### src/common/div_pkg.sv
package div_pkg;

    // Operand and result width, fixed for this peripheral
    localparam int data_width = 32;

    // One restoring step per quotient bit
    localparam int iter_count = 32;
    localparam int step_width = $clog2(iter_count);
    localparam logic [step_width-1:0] last_step = step_width'(iter_count - 1);

    typedef logic [data_width-1:0]   dividend_t;
    typedef logic [data_width-1:0]   divisor_t;
    typedef logic [data_width-1:0]   quotient_t;
    typedef logic [2*data_width-1:0] remainder_t;  // Partial remainder above, quotient below

    // Register map, byte addresses
    localparam logic [31:0] reg_dividend  = 32'h00;
    localparam logic [31:0] reg_divisor   = 32'h04;
    localparam logic [31:0] reg_ctrl      = 32'h08;
    localparam logic [31:0] reg_status    = 32'h0C;
    localparam logic [31:0] reg_quotient  = 32'h10;
    localparam logic [31:0] reg_remainder = 32'h14;

    // Command word
    localparam int ctrl_start_bit  = 0;
    localparam int ctrl_signed_bit = 1;

    // Status word
    localparam int status_busy_bit     = 0;
    localparam int status_done_bit     = 1;
    localparam int status_div_zero_bit = 2;
    localparam int status_overflow_bit = 3;

    // Sequencer states
    localparam logic [1:0] state_idle    = 2'd0;
    localparam logic [1:0] state_iterate = 2'd1;
    localparam logic [1:0] state_finish  = 2'd2;

endpackage

### src/common/div_if.sv
`timescale 1ns/1ps

interface div_if
    import div_pkg::*;
();

    logic      start;          // Single-cycle pulse
    dividend_t dividend;
    divisor_t  divisor;
    logic      inputs_signed;

    quotient_t quotient;
    quotient_t remainder;
    logic      busy;
    logic      done;           // One cycle, results valid
    logic      div_zero;
    logic      sign_overflow;

    modport regs (
        output start,
        output dividend,
        output divisor,
        output inputs_signed,
        input  quotient,
        input  remainder,
        input  busy,
        input  done,
        input  div_zero,
        input  sign_overflow
    );

    modport core (
        input  start,
        input  dividend,
        input  divisor,
        input  inputs_signed,
        output quotient,
        output remainder,
        output busy,
        output done,
        output div_zero,
        output sign_overflow
    );

endinterface

### src/divider/divider.sv
`timescale 1ns/1ps

module divider
    import div_pkg::*;
(
    input logic clk,
    input logic rst_n,
    div_if.core core
);

    dividend_t  dvd_mag_in;
    divisor_t   dsr_mag_in;
    dividend_t  dvd_mag;
    divisor_t   dsr_mag;
    logic       dvd_neg;
    logic       dsr_neg;
    logic       signed_q;
    logic       init;
    logic       load_remainder;
    remainder_t rem_q;
    remainder_t rem_next;
    remainder_t rem_step;
    quotient_t  quo_mag;
    quotient_t  rem_mag;
    logic       quo_neg;
    logic       ctl_zero;
    logic       ctl_ovf;
    logic       sign_ovf;
    logic       exception;
    logic       ctl_busy;
    logic       ctl_done;
    logic       busy_q;
    logic       done_q;

    function automatic logic [data_width-1:0] magnitude(
        input logic [data_width-1:0] value,
        input logic                  is_signed
    );
        return (is_signed && value[data_width-1]) ? -value : value;
    endfunction

    assign dvd_mag_in = magnitude(core.dividend, core.inputs_signed);
    assign dsr_mag_in = magnitude(core.divisor, core.inputs_signed);

    // Zero above the dividend magnitude on the load cycle
    assign rem_next = init ? {{data_width{1'b0}}, dvd_mag_in} : rem_step;

    always_ff @(posedge clk) begin
        if (init) begin
            dvd_mag  <= dvd_mag_in;
            dsr_mag  <= dsr_mag_in;
            dvd_neg  <= core.inputs_signed && core.dividend[data_width-1];
            dsr_neg  <= core.inputs_signed && core.divisor[data_width-1];
            signed_q <= core.inputs_signed;
        end
        if (load_remainder)
            rem_q <= rem_next;
    end

    divider_control u_control (
        .clk            (clk),
        .rst_n          (rst_n),
        .start          (core.start),
        .dividend       (dvd_mag),
        .divisor        (dsr_mag),
        .remainder_in   (rem_q),
        .inputs_signed  (signed_q),
        .init           (init),
        .load_remainder (load_remainder),
        .remainder_out  (rem_step),
        .div_zero       (ctl_zero),
        .sign_overflow  (ctl_ovf),
        .busy           (ctl_busy),
        .done           (ctl_done)
    );

    // Output register stage
    always_ff @(posedge clk) begin
        if (!rst_n) begin
            busy_q <= 1'b0;
            done_q <= 1'b0;
        end else begin
            busy_q <= ctl_busy;
            done_q <= ctl_done;
        end
    end

    // Only -1 makes the magnitude pattern a true overflow
    assign sign_ovf  = ctl_ovf && dsr_neg;
    assign exception = ctl_zero || sign_ovf;

    assign quo_mag = rem_q[data_width-1:0];
    assign rem_mag = rem_q[2*data_width-1:data_width];
    assign quo_neg = dvd_neg ^ dsr_neg;

    assign core.quotient      = (quo_neg && !exception) ? -quo_mag : quo_mag;
    assign core.remainder     = dvd_neg ? -rem_mag : rem_mag;  // Sign follows dividend
    assign core.busy          = busy_q;
    assign core.done          = done_q;
    assign core.div_zero      = ctl_zero;
    assign core.sign_overflow = sign_ovf;

    a_div_identity: assert property (@(posedge clk) disable iff (!rst_n)
        core.done && !exception |->
            ({32'b0, quo_mag} * {32'b0, dsr_mag}) + {32'b0, rem_mag} == {32'b0, dvd_mag});

endmodule

### src/divider/divider_control.sv
`timescale 1ns/1ps

module divider_control
    import div_pkg::*;
(
    input  logic       clk,
    input  logic       rst_n,
    input  logic       start,
    input  dividend_t  dividend,
    input  divisor_t   divisor,
    input  remainder_t remainder_in,
    input  logic       inputs_signed,
    output logic       init,
    output logic       load_remainder,
    output remainder_t remainder_out,
    output logic       div_zero,
    output logic       sign_overflow,
    output logic       busy,
    output logic       done
);

    logic [1:0]            state;
    logic [step_width-1:0] step;
    logic                  last;
    logic [data_width:0]   trial;
    remainder_t            step_value;
    remainder_t            forced;

    always_ff @(posedge clk) begin
        if (!rst_n) begin
            state <= state_idle;
            step  <= '0;
        end else begin
            case (state)
                state_idle: begin
                    step <= '0;
                    if (start)
                        state <= state_iterate;
                end
                state_iterate: begin
                    step <= step + 1'b1;
                    if (step == last_step)
                        state <= state_finish;
                end
                default: state <= state_idle;
            endcase
        end
    end

    assign init           = (state == state_idle) && start;
    assign load_remainder = init || (state == state_iterate);
    assign last           = (state == state_iterate) && (step == last_step);
    assign busy           = init || (state == state_iterate);
    assign done           = (state == state_finish);

    // Shifted partial remainder is 33 bits wide before the trial subtract
    assign trial = remainder_in[2*data_width-1:data_width-1] - {1'b0, divisor};

    always_comb begin
        if (!trial[data_width])
            step_value = {trial[data_width-1:0], remainder_in[data_width-2:0], 1'b1};
        else
            step_value = {remainder_in[2*data_width-2:0], 1'b0};
    end

    assign div_zero      = (divisor == '0);
    assign sign_overflow = inputs_signed && (divisor == divisor_t'(1))
                           && (dividend == {1'b1, {(data_width-1){1'b0}}});

    // RISC-V results for the two corner cases
    always_comb begin
        if (div_zero)
            forced = {dividend, {data_width{1'b1}}};
        else
            forced = {{data_width{1'b0}}, 1'b1, {(data_width-1){1'b0}}};
    end

    assign remainder_out = (last && (div_zero || sign_overflow)) ? forced : step_value;

    a_busy_done_excl: assert property (@(posedge clk) disable iff (!rst_n)
        !(busy && done));

    a_fixed_latency: assert property (@(posedge clk) disable iff (!rst_n)
        init |-> ##(iter_count + 1) done);

endmodule

### src/rtl/div_regs.sv
`timescale 1ns/1ps

module div_regs
    import div_pkg::*;
(
    input  logic                  clk,
    input  logic                  rst_n,
    input  logic                  wb_cyc,
    input  logic                  wb_stb,
    input  logic                  wb_we,
    input  logic [31:0]           wb_adr,
    input  logic [data_width-1:0] wb_dat_w,
    output logic [data_width-1:0] wb_dat_r,
    output logic                  wb_ack,
    output logic                  irq,
    div_if.regs                   regs
);

    logic                  bus_req;
    logic                  wr_en;
    logic                  ctrl_wr;
    dividend_t             dividend_q;
    divisor_t              divisor_q;
    logic                  start_q;
    logic                  signed_q;
    quotient_t             quot_q;
    quotient_t             rem_q;
    logic                  zero_q;
    logic                  ovf_q;
    logic                  done_q;
    logic [data_width-1:0] ctrl_word;
    logic [data_width-1:0] status_word;
    logic [data_width-1:0] rd_data;

    assign bus_req = wb_cyc && wb_stb && !wb_ack;
    assign wr_en   = wb_cyc && wb_stb && wb_ack && wb_we;  // Write lands in the ack cycle
    assign ctrl_wr = wr_en && (wb_adr == reg_ctrl);

    always_ff @(posedge clk) begin
        if (!rst_n) begin
            wb_ack   <= 1'b0;
            start_q  <= 1'b0;
            signed_q <= 1'b0;
        end else begin
            wb_ack  <= bus_req;
            start_q <= ctrl_wr && wb_dat_w[ctrl_start_bit];
            if (ctrl_wr)
                signed_q <= wb_dat_w[ctrl_signed_bit];
        end
    end

    always_ff @(posedge clk) begin
        if (wr_en && (wb_adr == reg_dividend))
            dividend_q <= wb_dat_w;
        if (wr_en && (wb_adr == reg_divisor))
            divisor_q <= wb_dat_w;
        if (regs.done) begin
            quot_q <= regs.quotient;
            rem_q  <= regs.remainder;
        end
    end

    // Sticky completion flags, cleared by the next start
    always_ff @(posedge clk) begin
        if (!rst_n) begin
            done_q <= 1'b0;
            zero_q <= 1'b0;
            ovf_q  <= 1'b0;
        end else if (start_q) begin
            done_q <= 1'b0;
            zero_q <= 1'b0;
            ovf_q  <= 1'b0;
        end else if (regs.done) begin
            done_q <= 1'b1;
            zero_q <= regs.div_zero;
            ovf_q  <= regs.sign_overflow;
        end
    end

    assign irq = done_q || regs.done;

    always_comb begin
        ctrl_word                  = '0;
        ctrl_word[ctrl_signed_bit] = signed_q;

        status_word                      = '0;
        status_word[status_busy_bit]     = regs.busy;
        status_word[status_done_bit]     = irq;
        status_word[status_div_zero_bit] = regs.done ? regs.div_zero : zero_q;
        status_word[status_overflow_bit] = regs.done ? regs.sign_overflow : ovf_q;
    end

    always_comb begin
        case (wb_adr)
            reg_dividend:  rd_data = dividend_q;
            reg_divisor:   rd_data = divisor_q;
            reg_ctrl:      rd_data = ctrl_word;
            reg_status:    rd_data = status_word;
            reg_quotient:  rd_data = regs.done ? regs.quotient : quot_q;
            reg_remainder: rd_data = regs.done ? regs.remainder : rem_q;
            default:       rd_data = '0;
        endcase
    end

    always_ff @(posedge clk) begin
        if (bus_req)
            wb_dat_r <= rd_data;
    end

    assign regs.start         = start_q;
    assign regs.dividend      = dividend_q;
    assign regs.divisor       = divisor_q;
    assign regs.inputs_signed = signed_q;

    a_ack_single: assert property (@(posedge clk) disable iff (!rst_n)
        wb_ack |=> !wb_ack);

endmodule

### src/rtl/div_top.sv
`timescale 1ns/1ps

module div_top (
    input  logic        clk,
    input  logic        rst_n,
    input  logic        wb_cyc,
    input  logic        wb_stb,
    input  logic        wb_we,
    input  logic [31:0] wb_adr,
    input  logic [31:0] wb_dat_w,
    output logic [31:0] wb_dat_r,
    output logic        wb_ack,
    output logic        irq
);

    div_if div_bus ();

    div_regs u_regs (
        .clk      (clk),
        .rst_n    (rst_n),
        .wb_cyc   (wb_cyc),
        .wb_stb   (wb_stb),
        .wb_we    (wb_we),
        .wb_adr   (wb_adr),
        .wb_dat_w (wb_dat_w),
        .wb_dat_r (wb_dat_r),
        .wb_ack   (wb_ack),
        .irq      (irq),
        .regs     (div_bus)
    );

    divider u_divider (
        .clk   (clk),
        .rst_n (rst_n),
        .core  (div_bus)
    );

endmodule

### config.mk
export PLATFORM = sky130hd
export DESIGN_NAME = div_top
export DESIGN_NICKNAME = d
export VERILOG_FILES = /design/src/common/div_pkg.sv /design/src/common/div_if.sv /design/src/divider/divider.sv /design/src/divider/divider_control.sv /design/src/rtl/div_regs.sv /design/src/rtl/div_top.sv
export SDC_FILE = /design/constraint.sdc
export NUM_CORES = 1
export LEC_CHECK = 0
export ABC_AREA = 1
export BUFFER_PORTS_ARGS = -buffer_cell sky130_fd_sc_hd__buf_4
export CELL_PAD_IN_SITES_DETAIL_PLACEMENT = 0
export CELL_PAD_IN_SITES_GLOBAL_PLACEMENT = 1
export CORE_MARGIN = 2
export CORE_UTILIZATION = 47
export DETAILED_ROUTE_END_ITERATION = 16
export HOLD_SLACK_MARGIN = 0.06
export PLACE_DENSITY_LB_ADDON = 0.1
export SYNTH_ARGS = -nofsm -noshare
export SYNTH_HDL_FRONTEND = slang
export SYNTH_SLANG_ARGS = --single-unit
### constraint.sdc
create_clock -name clk -period 3.5 [get_ports clk]
set_input_delay 0.35 -clock clk [delete_from_list [all_inputs] [get_ports clk]]
set_output_delay 0.35 -clock clk [all_outputs]
set_load 0.02 [all_outputs]
# Word-level counts from Yosys, hierarchy flattened
# Index checks and enable logic that the tools add are counted.
[op_classes] mux=17 n_shift=0 n_mul=0 reduce_logical=29 addsub=6 order_cmp=0 n_eq_ne=12 div=0 bitwise=2
[op_table] op="$mux W32" count=7
[op_table] op="$mux W64" count=3
[op_table] op="$pmux W32 S6" count=1
[op_table] op="$neg A32 Y32" count=4
[op_table] op="$eq A32 B4 Y1 const B" count=2
[op_table] op="$eq A32 B5 Y1 const B" count=2
[op_table] op="$logic_not A32 Y1" count=2
[op_table] op="$sub A33 B32 Y33" count=1
[op_table] op="$eq A32 B1 Y1 const B" count=1
[op_table] op="$eq A32 B3 Y1 const B" count=1
[op_table] op="$eq A32 B32 Y1 const B" count=1
[op_table] op="$logic_and A1 B1 Y1" count=17
[op_table] op="$pmux W5 S2" count=1
[op_table] op="$add A5 B1 Y5 const B" count=1
[op_table] op="$eq A5 B5 Y1 const B" count=1
[op_table] op="$logic_or A1 B1 Y1" count=4
[op_table] op="$mux W2" count=2
[op_table] op="$pmux W2 S2" count=1
[op_table] op="$eq A2 B1 Y1 const B" count=1
[op_table] op="$eq A2 B2 Y1 const B" count=1
[op_table] op="$logic_not A1 Y1" count=2
[op_table] op="$logic_not A2 Y1" count=1
[op_table] op="$mux W1" count=2
[op_table] op="$ne A2 B1 Y1 const B" count=1
[op_table] op="6 further kinds" count=6
[word_totals] regBits=306 memories=0 latch_bits=0 in_bits=69 ram_bits=0 romBits=0 word_cells=88

# Logic depth before layout (Yosys ltp)
[depth] ltp_word=10 ltp_mapped=18

# Cells and area by module
# A second synthesis with hierarchy kept.
[unflattened] cells_unflattened=2904 area_unflattened_um2=20335.8
[by_module_without_submodules] module="divider" cells_each=1114 area_per_inst_um2=8544.4 instances=1 seq_area_each_um2=3973.8
[by_module_without_submodules] module="div_regs" cells_each=790 area_per_inst_um2=6954.2 instances=1 seq_area_each_um2=4284.1
[by_module_without_submodules] module="divider_control" cells_each=1000 area_per_inst_um2=4837.1 instances=1 seq_area_each_um2=140.1

# Worst setup path before layout
# Ideal clock, no wire load.
[synth_path] path_type="reg2reg" from="reg u_divider.u_control.state[1]" to="reg u_divider.dsr_mag[0], enable pin" setup_ps=465 setup_slack_ps=237 arrival_ps=2798 n_path_buf=1 path_stages_with_launch=5 cell_sequence="dfxtp_1 -> nor2_1 -> inv_1 -> nor2_1 -> buf_1"
[synth_via] elab_chain_cells=2
[synth_lines] element="start, declared" line_no="divider_control.sv:22" rtl="logic [1:0] state;"
[synth_lines] element="start signal, assigned" line_no="divider_control.sv:31" rtl="state <= state_idle;"
[synth_lines] element="start signal, assigned" line_no="divider_control.sv:38" rtl="state <= state_iterate;"
[synth_lines] element="start signal, assigned" line_no="divider_control.sv:43" rtl="state <= state_finish;"
[synth_lines] element="$logic_not A2 Y1" line_no="divider_control.sv:50" rtl="assign init = (state == state_idle) && start;"
[synth_lines] element="$logic_and A1 B1 Y1" line_no="divider_control.sv:50"
[synth_lines] element="named net u_divider.init" line_no="divider.sv:18" rtl="logic init;"
[synth_lines] element="end signal, assigned" line_no="divider.sv:51" rtl="dsr_mag <= dsr_mag_in;"
[synth_lines] element="end, declared" line_no="divider.sv:14" rtl="divisor_t dsr_mag;"
# The timed path passes the listed nets, and every way through them passes these cells.
# A chain may end at the register's enable or synchronous reset.

# Final worst setup path
[layout_path] from="reg u_divider.rem_q[31]" to="reg u_divider.rem_q[32] (data pin)"
[layout_via] elab_chain_cells=3
[layout_lines] element="start, declared" line_no="divider.sv:20" rtl="remainder_t rem_q;"
[layout_lines] element="start signal, assigned" line_no="divider.sv:57" rtl="rem_q <= rem_next;"
[layout_lines] element="$sub A33 B32 Y33" line_no="divider_control.sv:57" rtl="assign trial = remainder_in[2*data_width-1:data_width-1] - {1'b0, divisor};"
[layout_lines] element="$mux W64 *" line_no="divider_control.sv:60" rtl="if (!trial[data_width])"
[layout_lines] element="$mux W64 *" line_no="divider_control.sv:78" rtl="assign remainder_out = (last && (div_zero || sign_overflow)) ? forced : step_value;"
# Mark *: on every way between the ends. The rest lies on a longest branch, timed or not.

==> flow_summary.json <==
{
  "final_nets": 2770,
  "setup_viol": 0,
  "slew_headroom_pct": 30.95,
  "syn_to_final_growth_pct": 15.26,
  "drt_wl_total_mm": 69.19,
  "die_y_um": 207.4,
  "dp_hpwl_mm": 55.12,
  "grt_pass1_wl_mm": 103.5,
  "synth_most_common_cell": "nand2_1",
  "status": "finished, final reports clean",
  "path_cells": "inv_1, ha_1, fa_1, inv_1, nand2_1, nand2_1, nand3_1, nand2_2, nand2_2, nand2_4, nand2_4, nand2_4, nand2_8, nand2_8, nand2_1, nand3_1, a21oi_1",
  "drcViolationCount": 0,
  "syn_avg_cell_area_um2": 7.696,
  "crit_path_start_kind": "register",
  "synth_seq_area_share_pct": 43.20,
  "fin_ws_ps": 458.3,
  "dieArea_um2": 43010,
  "wl_per_cell_um": 21.48,
  "criticalPathCategory": "register to register",
  "ys_ff_latch": 306,
  "first_iter_violations": 1999,
  "fin_tns_setup_ps": 0,
  "critical_path_buf_inv_count": 2,
  "pin_count": 103,
  "hold_viol": 0,
  "via_per_inst": 5.458,
  "cp_top_family": "simple AND/OR/NAND/NOR gates",
  "cp_slowest_cell": "fa_1",
  "preCtsSetupSlack_ps": 494.9,
  "syn_area_um2": 19440,
  "fin_worst_skew_ps": 19.28,
  "period_minus_slack_ps": 3042,
  "peakVddDrop_mv": 0.3858,
  "routabilityCongestion": 1.013,
  "final.period_utilization_pct": 86.90,
  "fin_total_pwr_mw": 8.182,
  "p_comb_share_pct": 3.1,
  "clk_latency_ps": 560,
  "worst_setup_path_end_kind": "register",
  "rsz0062_at_grt": "false",
  "grt_pass1_vias": 16850,
  "synth-main-ff-cell": "edfxtp_1",
  "synthDistinctLibCells": 54,
  "async_flop_share_pct": 0,
  "clock-root-buffer": "clkbuf_16",
  "max_freq_ghz": 0.3288,
  "antenna_found_initial": 1,
  "clkSinkCount": 306,
  "yosysTopAreaCell": "edfxtp_1",
  "core_area_um2": 40830,
  "postCtsHoldBufs": 33,
  "post-route-util_pct": 54.88,
  "postPlaceCellArea_um2": 20840,
  "syn_inst": 2526,
  "final_cell_area_um2": 22410,
  "worst_slew_pin_slew_ps": 1033,
  "first_pass_iters": 5,
  "grt_max_degree": 108,
  "start_util_pct": 47.61,
  "stdcell_count": 3221,
  "synth_top_area_share_pct": 35.06,
  "syn-num-nets": 2634,
  "p_clk_share_pct": 48.7,
  "post-place-cells": 3123,
  "whs_ps": 127.3,
  "vias": 17580,
  "report.final.slew_viol_count": 0,
  "cap_violations": 0,
  "clkTransAtPathRegs_ps": 60,
  "crit_arrival_ps": 3310,
  "post_cts_buffers": 0,
  "swShare_pct": 20.61,
  "power_switching_mw": 1.687,
  "synth_edf_count": 227,
  "ant_nets": 0,
  "die_w_um": 207.4,
  "seqPwrFrac_pct": 48.3,
  "cts_buffers": 36,
  "grt-ovfl-total": 0,
  "synthTopCellsByArea": "edfxtp_1, nand2_1, dfxtp_1",
  "worstPathRequired_ps": 3770,
  "cts_htree_levels": 2,
  "hold_path.class": "input port to register",
  "cpPeakStageDelay_ps": 440,
  "drive_gt1_share_pct": 14.40,
  "path_max_fanout": 33,
  "port_buffers": 102,
  "ys_top_cells_by_count": "nand2_1, inv_1, nand3_1, nor2_1, edfxtp_1",
  "post_cts_resized": 0,
  "power.density_nw_per_um2": 365.1,
  "cts_tree": "done",
  "yosysWarningCount": 0,
  "grt_usage_pct": 31.95,
  "rows": 74,
  "p_leak_nw": 9.848,
  "internal_power_mw": 6.495,
  "clockBufferDepth": 3
}
[flip-flops by register name, indices dropped and copies added (netlist names)]
name and flops:
u_divider.u_control.state 2, u_divider.dvd_mag 32, u_divider.rem_q 64, u_divider.u_control.step 5
u_divider.dsr_neg 1, u_regs.wb_ack 1, u_regs.zero_q 1, u_regs.ovf_q 1
u_divider.core.done 1, u_regs.regs.start 1, u_regs.rem_q 32, u_regs.wb_dat_r 32
u_divider.dvd_neg 1, u_regs.regs.dividend 32, u_regs.done_q 1, u_divider.core.busy 1
u_regs.regs.divisor 32, u_divider.dsr_mag 32, u_divider.signed_q 1, u_regs.quot_q 32
u_regs.regs.inputs_signed 1
[cell usage in the layout, fill, tap and decap left out, drive strengths merged]
cell	instances
ha	38
nand2	655
nand3b	7
a31oi	7
nor3b	2
clkbuf	49
a21oi	101
inv	360
nor3	31
o21a	3
a21o	1
o211ai	2
a22oi	1
clkinvlp	2
bufinv	5
a21boi	7
nor4	6
buf	137
o21ai	78
o31ai	2
dfxtp	79
fa	1
nand4	34
xor2	96
nor2	274
dlygate4sd3	33
diode	1
xnor2	15
or2	48
and2	43
a211oi	2
clkinv	10
nand3	305
edfxtp	227
o22ai	20
o21bai	7
[path summary, 6_finish.rpt]
path / start / end / slack, ps / cells past startpoint
worst max register to register: u_divider.rem_q[31]$_DFFE_PP_ / u_divider.rem_q[32]$_SDFFCE_PP0P_ / 460 / 17
worst min-delay path: wb_stb / u_regs.wb_ack$_SDFF_PN0_ / 130 / 3
worst min register to register: u_regs.rem_q[20]$_DFF_P_ / u_regs.rem_q[20]$_DFF_P_ / 450 / 2
worst max-delay path: u_divider.rem_q[31]$_DFFE_PP_ / u_divider.rem_q[32]$_SDFFCE_PP0P_ / 460 / 17
[area by class of cell]
cell class / count / area [um^2]
timing repair buffer: 170 / 1384
inverter: 362 / 1359
fill: 3921 / 18420
tap: 532 / 665.6
sequential: 306 / 8399
multi-input combinational: 1786 / 9359
clock buffer: 49 / 1022
clock inverter: 15 / 216.5
antenna: 1 / 2.502
[worst min-delay path: cells and delay by family]
kind / cells / cell delay (ps)
buffers and inverters: 1 / 110
and+or+nand+nor: 2 / 160
[power by group through the flow]
stage                     combinational [mW]  sequential, mW  clock (mW)
after floorplan                       0.0868            4.04           0
after CTS                              0.251            3.95        4.03
after global routing                   0.275            3.95        4.14
after detailed placement               0.221            4.03           0
after global placement                 0.215            4.02           0
final                                  0.251            3.95        3.98
[metal layers]
metal  wire (um)  global-route usage [%]  vias to the layer above
met4        2755                   12.61                        0
met2       30640                   49.82                      700
met5           0                       0                        -
met1       30590                   45.09                     8307
met3        5207                   4.297                      107
li1            -                       -                     8467
[kinds of logic after synthesis]
| group | after synthesis | synth area share [%] |
|---|---|---|
| flip-flops | 306 | 43.20 |
| AND/OR/NAND/NOR | 1405 | 33.13 |
| adder cells (fa/ha/maj) | 39 | 2.549 |
| buffers and inverters | 434 | 8.907 |
| XOR/XNOR | 111 | 5.001 |
| AO/OA/AOI/OAI | 231 | 7.221 |
(Power assumes the default switching activity.)
